===== config.mk =====
export PLATFORM = sky130hd
export DESIGN_NAME = neoled_top
export DESIGN_NICKNAME = d
export VERILOG_FILES = /design/src/rtl/neoled_pkg.sv /design/src/rtl/neoled_top.sv /design/src/rtl/neoled_serializer.sv /design/src/rtl/neoled_tick_gen.sv /design/src/rtl/neoled_fifo.sv /design/src/rtl/neoled_regs.sv
export VERILOG_INCLUDE_DIRS = /design/src /design/src/rtl
export SDC_FILE = /design/constraint.sdc
export NUM_CORES = 1
export LEC_CHECK = 0
export ABC_CLOCK_PERIOD_IN_PS = 4370
export BUFFER_PORTS_ARGS = -buffer_cell sky130_fd_sc_hd__buf_2
export CORE_ASPECT_RATIO = 1.2
export CORE_MARGIN = 2
export CORE_UTILIZATION = 45
export DETAILED_ROUTE_END_ITERATION = 6
export PLACE_DENSITY = 0.7
export SLEW_MARGIN = 25
export SYNTH_ARGS = -nofsm -noshare
export SYNTH_HDL_FRONTEND = slang
export SYNTH_SLANG_ARGS = --single-unit

===== constraint.sdc =====
create_clock -name clk_i -period 4.37 [get_ports clk_i]
set_input_delay 0.437 -clock clk_i [delete_from_list [all_inputs] [get_ports clk_i]]
set_output_delay 0.437 -clock clk_i [all_outputs]
set_load 0.005 [all_outputs]

===== src/rtl/neoled_defs.svh =====
// smart-LED transmitter constants
// register map, control word bit positions, FIFO size and
// per-word bit counts shared by RTL and testbench
`ifndef NEOLED_DEFS_SVH
`define NEOLED_DEFS_SVH

// register map ----------------
`define NEOLED_CTRL_ADDR      4'h0  // control and status word
`define NEOLED_DATA_ADDR      4'h4  // pixel data, write only

// control word bits -----------
`define NEOLED_CTRL_EN        0     // module enable
`define NEOLED_CTRL_MODE      1     // 0 rgb, 1 rgbw
`define NEOLED_CTRL_STROBE    2     // queue reset gaps instead of data
`define NEOLED_CTRL_CLKSEL_LO 3
`define NEOLED_CTRL_CLKSEL_HI 5
`define NEOLED_CTRL_BUFS_LO   6     // log2 of fifo depth, read only
`define NEOLED_CTRL_BUFS_HI   9
`define NEOLED_CTRL_TTOT_LO   10
`define NEOLED_CTRL_TTOT_HI   14
`define NEOLED_CTRL_T0H_LO    15
`define NEOLED_CTRL_T0H_HI    19
`define NEOLED_CTRL_T1H_LO    20
`define NEOLED_CTRL_T1H_HI    24
`define NEOLED_CTRL_IRQ_CONF  27    // 0 irq on empty, 1 irq below half
`define NEOLED_CTRL_TX_EMPTY  28
`define NEOLED_CTRL_TX_HALF   29
`define NEOLED_CTRL_TX_FULL   30
`define NEOLED_CTRL_TX_BUSY   31

// sizes -----------------------
`define NEOLED_FIFO_DEPTH     4     // power of two
`define NEOLED_FIFO_LOG2      2
`define NEOLED_BITS_RGB       24
`define NEOLED_BITS_RGBW      32
`define NEOLED_STROBE_PERIODS 127   // low bit periods per reset command

`endif

===== src/rtl/neoled_pkg.sv =====
// smart-LED transmitter types
// bus request/response, control fields, FIFO entry and FIFO flags
package neoled_pkg;

    // writable control fields
    typedef struct packed {
        logic       enable;     // module on
        logic       mode;       // 0 rgb, 1 rgbw
        logic       strobe;     // data writes become reset commands
        logic [2:0] clk_prsc;   // tick rate select
        logic       irq_conf;   // irq condition
        logic [4:0] t_total;    // ticks per bit minus one
        logic [4:0] t0_high;    // zero high time minus one
        logic [4:0] t1_high;    // one high time minus one
    } ctrl_t;

    // one queued transfer
    typedef struct packed {
        logic        strobe;    // reset command, data ignored
        logic        mode;      // word length of this entry
        logic [31:0] data;      // pixel, msb aligned to bit 23 or 31
    } tx_entry_t;

    typedef struct packed {
        logic empty;
        logic half;             // at least half full
        logic full;
    } fifo_status_t;

    // register bus ------------------
    typedef struct packed {
        logic [3:0]  addr;      // byte offset
        logic [31:0] wdata;
        logic        wren;
        logic        rden;
    } bus_req_t;

    typedef struct packed {
        logic [31:0] rdata;     // zero unless ack
        logic        ack;
    } bus_rsp_t;

endpackage


===== src/rtl/neoled_top.sv =====
// smart-LED transmitter top level
// register block, TX FIFO, tick prescaler and line serializer
`timescale 1ns/1ps

module neoled_top import neoled_pkg::*; (
    input  logic     clk_i,
    input  logic     rstn_i,
    input  bus_req_t req_i,
    output bus_rsp_t rsp_o,
    output logic     irq_o,
    output logic     neoled_o
);

    ctrl_t        ctrl;
    fifo_status_t fifo_stat;
    tx_entry_t    push_data;
    tx_entry_t    head;
    logic         push;
    logic         pop;
    logic         busy;
    logic         tick;

    neoled_regs u_regs (
        .clk_i       (clk_i),
        .rstn_i      (rstn_i),
        .req_i       (req_i),
        .rsp_o       (rsp_o),
        .ctrl_o      (ctrl),
        .fifo_stat_i (fifo_stat),
        .busy_i      (busy),
        .push_o      (push),
        .push_data_o (push_data),
        .irq_o       (irq_o)
    );

    neoled_fifo u_fifo (
        .clk_i       (clk_i),
        .rstn_i      (rstn_i),
        .clear_i     (~ctrl.enable),    // flush while disabled
        .push_i      (push),
        .push_data_i (push_data),
        .pop_i       (pop),
        .head_o      (head),
        .stat_o      (fifo_stat)
    );

    neoled_tick_gen u_tick_gen (
        .clk_i    (clk_i),
        .rstn_i   (rstn_i),
        .enable_i (ctrl.enable),
        .sel_i    (ctrl.clk_prsc),
        .tick_o   (tick)
    );

    neoled_serializer u_serializer (
        .clk_i    (clk_i),
        .rstn_i   (rstn_i),
        .ctrl_i   (ctrl),
        .tick_i   (tick),
        .head_i   (head),
        .empty_i  (fifo_stat.empty),
        .pop_o    (pop),
        .busy_o   (busy),
        .neoled_o (neoled_o)
    );

endmodule


===== src/rtl/neoled_serializer.sv =====
// LED line serializer
// pops FIFO entries and sends them MSB-first as timed pulses,
// 24 or 32 bits per word, or holds the line low for a reset gap
`timescale 1ns/1ps
`include "neoled_defs.svh"

module neoled_serializer import neoled_pkg::*; (
    input  logic      clk_i,
    input  logic      rstn_i,
    input  ctrl_t     ctrl_i,
    input  logic      tick_i,
    input  tx_entry_t head_i,
    input  logic      empty_i,
    output logic      pop_o,
    output logic      busy_o,
    output logic      neoled_o
);

    typedef enum logic [2:0] {
        S_IDLE,
        S_LOAD,
        S_NEXT_BIT,
        S_PULSE,
        S_STROBE
    } state_t;

    state_t      state_q;
    logic [31:0] sreg_q;            // shifted left, msb at 23 or 31
    logic        mode_q;
    logic        strobe_q;
    logic [4:0]  t_high_q;          // high time of the current bit
    logic [5:0]  bit_cnt_q;         // bits left
    logic [4:0]  tick_cnt_q;
    logic [6:0]  strobe_cnt_q;      // low periods done
    logic        line_q;
    logic        next_bit;

    assign next_bit = mode_q ? sreg_q[31] : sreg_q[23];
    assign pop_o    = (state_q == S_IDLE) && !empty_i && ctrl_i.enable;

    // payload capture and shift -----
    always_ff @(posedge clk_i) begin
        if (pop_o) begin
            sreg_q   <= head_i.data;
            mode_q   <= head_i.mode;
            strobe_q <= head_i.strobe;
        end else if (state_q == S_NEXT_BIT && bit_cnt_q != '0) begin
            sreg_q   <= {sreg_q[30:0], 1'b0};
            t_high_q <= next_bit ? ctrl_i.t1_high : ctrl_i.t0_high;
        end
    end

    // control FSM -------------------
    always_ff @(posedge clk_i or negedge rstn_i) begin
        if (!rstn_i) begin
            state_q      <= S_IDLE;
            bit_cnt_q    <= '0;
            tick_cnt_q   <= '0;
            strobe_cnt_q <= '0;
            line_q       <= 1'b0;
        end else if (!ctrl_i.enable) begin
            state_q <= S_IDLE;      // abort at once
            line_q  <= 1'b0;
        end else begin
            case (state_q)
                S_IDLE: begin
                    line_q <= 1'b0;
                    if (pop_o) state_q <= S_LOAD;
                end
                S_LOAD: begin
                    bit_cnt_q    <= mode_q ? 6'(`NEOLED_BITS_RGBW) : 6'(`NEOLED_BITS_RGB);
                    tick_cnt_q   <= '0;
                    strobe_cnt_q <= '0;
                    state_q      <= strobe_q ? S_STROBE : S_NEXT_BIT;
                end
                S_NEXT_BIT: begin
                    tick_cnt_q <= '0;
                    if (bit_cnt_q == '0) begin
                        line_q  <= 1'b0;    // word done
                        state_q <= S_IDLE;
                    end else begin
                        bit_cnt_q <= bit_cnt_q - 1'b1;
                        line_q    <= 1'b1;  // start of bit
                        state_q   <= S_PULSE;
                    end
                end
                S_PULSE: begin
                    if (tick_i) begin
                        if (tick_cnt_q == t_high_q) line_q <= 1'b0;
                        if (tick_cnt_q == ctrl_i.t_total) begin
                            state_q <= S_NEXT_BIT;
                        end else begin
                            tick_cnt_q <= tick_cnt_q + 1'b1;
                        end
                    end
                end
                S_STROBE: begin
                    line_q <= 1'b0;
                    if (tick_i) begin
                        if (tick_cnt_q == ctrl_i.t_total) begin
                            tick_cnt_q <= '0;
                            if (strobe_cnt_q == 7'(`NEOLED_STROBE_PERIODS - 1)) begin
                                state_q <= S_IDLE;
                            end else begin
                                strobe_cnt_q <= strobe_cnt_q + 1'b1;
                            end
                        end else begin
                            tick_cnt_q <= tick_cnt_q + 1'b1;
                        end
                    end
                end
                default: state_q <= S_IDLE;
            endcase
        end
    end

    assign busy_o   = (state_q != S_IDLE) || pop_o;  // from pop to end of word
    assign neoled_o = line_q;

endmodule


===== src/rtl/neoled_tick_gen.sv =====
// pulse tick prescaler
// free-running counter, one-cycle tick on each rising edge
// of the selected bit, i.e. every 2^(sel+1) cycles
`timescale 1ns/1ps

module neoled_tick_gen (
    input  logic       clk_i,
    input  logic       rstn_i,
    input  logic       enable_i,
    input  logic [2:0] sel_i,
    output logic       tick_o
);

    logic [7:0] cnt_q;              // bit 7 covers sel 7
    logic       bit_q;              // selected bit, last cycle
    logic       tick_q;

    always_ff @(posedge clk_i or negedge rstn_i) begin
        if (!rstn_i) begin
            cnt_q  <= '0;
            bit_q  <= 1'b0;
            tick_q <= 1'b0;
        end else if (!enable_i) begin
            cnt_q  <= '0;           // hold at zero
            bit_q  <= 1'b0;
            tick_q <= 1'b0;
        end else begin
            cnt_q  <= cnt_q + 1'b1;
            bit_q  <= cnt_q[sel_i];
            tick_q <= cnt_q[sel_i] & ~bit_q;  // rising edge
        end
    end

    assign tick_o = tick_q;

endmodule


===== src/rtl/neoled_fifo.sv =====
// TX FIFO
// ring buffer of queued transfers with synchronous clear,
// drops pushes when full and pops when empty
`timescale 1ns/1ps
`include "neoled_defs.svh"

module neoled_fifo import neoled_pkg::*; (
    input  logic         clk_i,
    input  logic         rstn_i,
    input  logic         clear_i,
    input  logic         push_i,
    input  tx_entry_t    push_data_i,
    input  logic         pop_i,
    output tx_entry_t    head_o,
    output fifo_status_t stat_o
);

    localparam int AW = `NEOLED_FIFO_LOG2;

    tx_entry_t   mem [`NEOLED_FIFO_DEPTH];
    logic [AW-1:0] wptr_q;
    logic [AW-1:0] rptr_q;
    logic [AW:0]   count_q;         // one extra bit for full
    logic        push_ok;
    logic        pop_ok;

    assign push_ok = push_i && !stat_o.full;
    assign pop_ok  = pop_i && !stat_o.empty;

    // storage -----------------------
    always_ff @(posedge clk_i) begin
        if (push_ok) begin
            mem[wptr_q] <= push_data_i;
        end
    end

    // pointers and fill level
    always_ff @(posedge clk_i or negedge rstn_i) begin
        if (!rstn_i) begin
            wptr_q  <= '0;
            rptr_q  <= '0;
            count_q <= '0;
        end else if (clear_i) begin
            wptr_q  <= '0;
            rptr_q  <= '0;
            count_q <= '0;
        end else begin
            if (push_ok) wptr_q <= wptr_q + 1'b1;
            if (pop_ok)  rptr_q <= rptr_q + 1'b1;
            if (push_ok && !pop_ok) begin
                count_q <= count_q + 1'b1;
            end else if (pop_ok && !push_ok) begin
                count_q <= count_q - 1'b1;
            end
        end
    end

    assign head_o       = mem[rptr_q];  // first-word fall-through
    assign stat_o.empty = (count_q == '0);
    assign stat_o.full  = (count_q == (AW+1)'(`NEOLED_FIFO_DEPTH));
    assign stat_o.half  = (count_q >= (AW+1)'(`NEOLED_FIFO_DEPTH / 2));

endmodule


===== src/rtl/neoled_regs.sv =====
// smart-LED register block
// decodes the two-word map, holds the control word, builds the
// status read-back, pushes pixel writes into the TX FIFO and
// generates the level interrupt
`timescale 1ns/1ps
`include "neoled_defs.svh"

module neoled_regs import neoled_pkg::*; (
    input  logic         clk_i,
    input  logic         rstn_i,
    input  bus_req_t     req_i,
    output bus_rsp_t     rsp_o,
    output ctrl_t        ctrl_o,
    input  fifo_status_t fifo_stat_i,
    input  logic         busy_i,
    output logic         push_o,
    output tx_entry_t    push_data_o,
    output logic         irq_o
);

    ctrl_t       ctrl_q;
    logic        ctrl_sel;          // control word addressed
    logic        data_sel;          // data word addressed
    logic [31:0] rd_word;           // control/status read-back
    logic        irq_q;

    assign ctrl_sel = (req_i.addr == `NEOLED_CTRL_ADDR);
    assign data_sel = (req_i.addr == `NEOLED_DATA_ADDR);

    // control register -------------
    always_ff @(posedge clk_i or negedge rstn_i) begin
        if (!rstn_i) begin
            ctrl_q <= '0;
        end else if (req_i.wren && ctrl_sel) begin
            ctrl_q.enable   <= req_i.wdata[`NEOLED_CTRL_EN];
            ctrl_q.mode     <= req_i.wdata[`NEOLED_CTRL_MODE];
            ctrl_q.strobe   <= req_i.wdata[`NEOLED_CTRL_STROBE];
            ctrl_q.clk_prsc <= req_i.wdata[`NEOLED_CTRL_CLKSEL_HI:`NEOLED_CTRL_CLKSEL_LO];
            ctrl_q.irq_conf <= req_i.wdata[`NEOLED_CTRL_IRQ_CONF];
            ctrl_q.t_total  <= req_i.wdata[`NEOLED_CTRL_TTOT_HI:`NEOLED_CTRL_TTOT_LO];
            ctrl_q.t0_high  <= req_i.wdata[`NEOLED_CTRL_T0H_HI:`NEOLED_CTRL_T0H_LO];
            ctrl_q.t1_high  <= req_i.wdata[`NEOLED_CTRL_T1H_HI:`NEOLED_CTRL_T1H_LO];
        end
    end

    // status word assembly
    always_comb begin
        rd_word = '0;
        rd_word[`NEOLED_CTRL_EN]       = ctrl_q.enable;
        rd_word[`NEOLED_CTRL_MODE]     = ctrl_q.mode;
        rd_word[`NEOLED_CTRL_STROBE]   = ctrl_q.strobe;
        rd_word[`NEOLED_CTRL_CLKSEL_HI:`NEOLED_CTRL_CLKSEL_LO] = ctrl_q.clk_prsc;
        rd_word[`NEOLED_CTRL_BUFS_HI:`NEOLED_CTRL_BUFS_LO]     = 4'(`NEOLED_FIFO_LOG2);
        rd_word[`NEOLED_CTRL_TTOT_HI:`NEOLED_CTRL_TTOT_LO]     = ctrl_q.t_total;
        rd_word[`NEOLED_CTRL_T0H_HI:`NEOLED_CTRL_T0H_LO]       = ctrl_q.t0_high;
        rd_word[`NEOLED_CTRL_T1H_HI:`NEOLED_CTRL_T1H_LO]       = ctrl_q.t1_high;
        rd_word[`NEOLED_CTRL_IRQ_CONF] = ctrl_q.irq_conf;
        rd_word[`NEOLED_CTRL_TX_EMPTY] = fifo_stat_i.empty;  // live flags
        rd_word[`NEOLED_CTRL_TX_HALF]  = fifo_stat_i.half;
        rd_word[`NEOLED_CTRL_TX_FULL]  = fifo_stat_i.full;
        rd_word[`NEOLED_CTRL_TX_BUSY]  = busy_i;
    end

    // bus response, one cycle after the strobe
    always_ff @(posedge clk_i or negedge rstn_i) begin
        if (!rstn_i) begin
            rsp_o <= '0;
        end else begin
            rsp_o.ack   <= req_i.wren | req_i.rden;
            rsp_o.rdata <= (req_i.rden && ctrl_sel) ? rd_word : '0;  // data word reads zero
        end
    end

    // fifo push, tagged with the current mode and strobe
    assign push_o             = req_i.wren && data_sel && ctrl_q.enable;
    assign push_data_o.strobe = ctrl_q.strobe;
    assign push_data_o.mode   = ctrl_q.mode;
    assign push_data_o.data   = req_i.wdata;

    // level interrupt
    always_ff @(posedge clk_i or negedge rstn_i) begin
        if (!rstn_i) begin
            irq_q <= 1'b0;
        end else begin
            irq_q <= ctrl_q.enable &
                     ((~ctrl_q.irq_conf & fifo_stat_i.empty) |   // empty
                      ( ctrl_q.irq_conf & ~fifo_stat_i.half));   // below half
        end
    end

    assign irq_o  = irq_q;
    assign ctrl_o = ctrl_q;

endmodule


==> reports/qor.yml <==
status: "finished, final reports clean"
diodes: 0
rr_startpoint: "u_serializer.state_q[0]"
skew_ns: 0.0141
synth_cells: 706
wl_um: 20200
cts_sinks: 265
dp_hpwl_um: 12700
worst_pin_slew_ns: 0.870
setup_viol: 0
htreeDepth: 1
crit_arrival_ns: 3.34
antenna_found_initial: 0
ys_seq_elements: 265
rows: 61
maxSlewViolCount: 0
gp_congestion: 0.790
ir_worst_vdd_mv: 0.334
netlist_area_mm2: 0.0107
grt_usage: 0.163
cp-end-kind: "flip-flop"
synth_edf_count: 175
insertion_delay_ns: 0.53
wl_per_cell_um: 18.2
ys_async_sr_fraction: 0.340
ant_nets: 0
yosysSeqAreaShare: 0.699
hold_path.class: "in2reg"
cts_buffer_depth: 3
path_clk_slew_ns: 0.06
syn_area_per_cell_um2: 15.2
cts-root-buf: "clkbuf_16"
rrSetupSlack_ns: 1.48
cts_tree: "yes"
fillers: 1872
initial_core_util: 0.462
syn_to_final_growth_pct: 14.1
post-cts-setup-buffers: 0
cp_slowest_stage_delay_ns: 0.55
grt_pass1_vias: 5900
endpoint: "u_fifo.count_q[2]"
fmax_mhz: 347
drtIter0Drc: 399
viasPerCell: 5.24
power-per-cell-area_mw_per_mm2: 498
grt_overflow_total: 0
crit_required_ns: 4.82
place_area_mm2: 0.0114
min_period_ns: 2.89
cts_resized: 0
timing.rr.end: "u_fifo.count_q[2]"
die-height_um: 173
nets: 829
worstPathMaxFanout: 35
leakagePower_nw: 4.87
port_buffers: 69
firstDrtPassIters: 5
grt_first_pass_wirelength_um: 32500
max-cap-violations: 0
rr_worst_depth: 9
start_kind: "flip-flop"
fin_util: 0.527
yosys_warnings: 0
drive_above_1_share: 0.244
coreArea_mm2: 0.0233
crit_chain: "nor2_1 -> and3_1 -> nand2_1 -> inv_2 -> nor2b_1 -> fa_1 -> inv_1 -> o2bb2ai_1 -> mux2i_1"
path_class: "reg2reg"
dp_cells: 1065
setup_tns_ns: 0
rsz0062_at_grt: "false"
critPathSlowestCell: "dfrtp_1"
num_io_pins: 75
ys_types: 59
via_count: 5824
numCtsBuffers: 25
slew_headroom: 0.420
final_cell_area_mm2: 0.0123
die_x_um: 145
hold_viol: 0
cts_hold_buf: 1
finalCritPeriodShare: 0.660
dieArea_mm2: 0.0251
hold_depth: 1
cp-startpoint: "u_serializer.state_q[0]"
ys.flop_type: "edfxtp_1"
instances_no_fill: 1111
drc: 0
grt_max_degree: 47
-- power breakdown --
group / internal (mW) / switching, mW
Clock: 1.27 / 0.895
Sequential: 2.93 / 0.187
Combinational: 0.360 / 0.461
-- Yosys cell counts, types with 13 or more instances --
master / count / share of area
nand2_1: 111 / 0.039
dfrtp_1: 90 / 0.21
mux2_2: 27 / 0.028
mux4_2: 36 / 0.075
o21ai_0: 13 / 0.0061
and3_1: 30 / 0.017
edfxtp_1: 175 / 0.49
clkbuf_1: 22 / 0.0077
nor2_1: 24 / 0.0084
inv_1: 16 / 0.0056
and2_1: 16 / 0.0093
-- per-stage QoR --
stage | worst slack, ns | hold slack (ns) | total power [mW]
finish | 1.48 | 0.116 | 6.10
global route | 1.15 | 0.104 | 6.39
CTS | 1.47 | 0.0959 | 6.17
detailed placement | 1.51 | 0.403 | 3.99
global placement | 1.59 | 0.385 | 3.96
floorplan | 0.464 | 0.141 | 3.75
-- how the worst min path moves through the flow --
stage / from / end / slack, ns
after floorplan: rstn_i / u_fifo.count_q[0] / 0.14
after global placement: u_tick_gen.bit_q / u_tick_gen.tick_o / 0.39
after detailed placement: u_tick_gen.bit_q / u_tick_gen.tick_o / 0.40
after CTS: req_i[8] / u_fifo.mem[2][6] / 0.1
after global routing: req_i[10] / u_fifo.mem[3][8] / 0.10
final: req_i[8] / u_fifo.mem[2][6] / 0.12
-- layout by cell type (no fill, tap or decap), types with 3 or more instances in the layout --
cell type     n
clkbuf_16    26
or2_2         3
buf_4        11
a21oi_1      10
conb_1        5
nor3_1        6
mux2i_1       6
nand4_1       3
and2_1       16
buf_2        68
ha_1         10
xnor2_1      11
clkinvlp_4    3
clkbuf_8      4
mux4_2       36
and3_1       30
nand2_1     110
o21ai_0      12
dfrtp_1      89
nor2_1       24
edfxtp_1    175
or4_1         5
o31ai_1       8
inv_1        16
clkinv_2      4
xor2_1       11
clkinv_1      4
nand3_1       9
mux2_2       27
nand2b_1      3
or3_1         4
nor2b_1       4
-- sequential cells by signal, summed over array words and instances (netlist names) --
register                   flops
u_serializer.strobe_cnt_q      7
u_fifo.wptr_q                  2
u_tick_gen.tick_o              1
u_regs.irq_o                   1
u_serializer.neoled_o          1
u_fifo.count_q                 3
u_serializer.state_q           3
u_serializer.tick_cnt_q        5
u_tick_gen.cnt_q               8
u_regs.ctrl_o                 22
u_fifo.mem                   136
u_tick_gen.bit_q               1
u_serializer.bit_cnt_q         6
u_regs.rsp_o                  28
u_serializer.mode_q            1
u_serializer.t_high_q          5
u_fifo.rptr_q                  2
u_serializer.strobe_q          1
u_serializer.sreg_q           32
-- worst max-delay path: cells and delay by family, from the launching register on --
kind / cells / cell delay [ns]
flops: 1 / 0.55
mux: 1 / 0.20
compound gates: 1 / 0.12
fa+ha+maj: 1 / 0.41
simple gates: 4 / 0.94
buf+inv: 2 / 0.59
-- logic make-up after synthesis --
group | synth area share
and+or+nand+nor | 0.0997
AOI/OAI and AO/OA | 0.0376
buffers and inverters | 0.0228
DFF | 0.699
muxes | 0.109
other | 0.000349
xor gates and xnor gates | 0.0179
adders and majority gates | 0.0135
-- per-layer routing --
layer,track usage,vias up,part of all wire
li1,-,2726,-
met1,0.211,2935,0.42
met2,0.288,134,0.51
met3,0.0226,29,0.044
met4,0.0474,0,0.022
met5,0,-,0
-- final cells by class --
type	count	area [um2]	share of cell area
flip-flops and latches	265	7510	0.612
multi-input cells	389	3010	0.246
clock buffers	31	709	0.0579
repair buffers	80	433	0.0353
well taps	315	394	0.0321
clock inverters	14	138	0.0112
inverters	17	63.8	0.00521
Note: power is estimated with default switching activity, not from simulation.
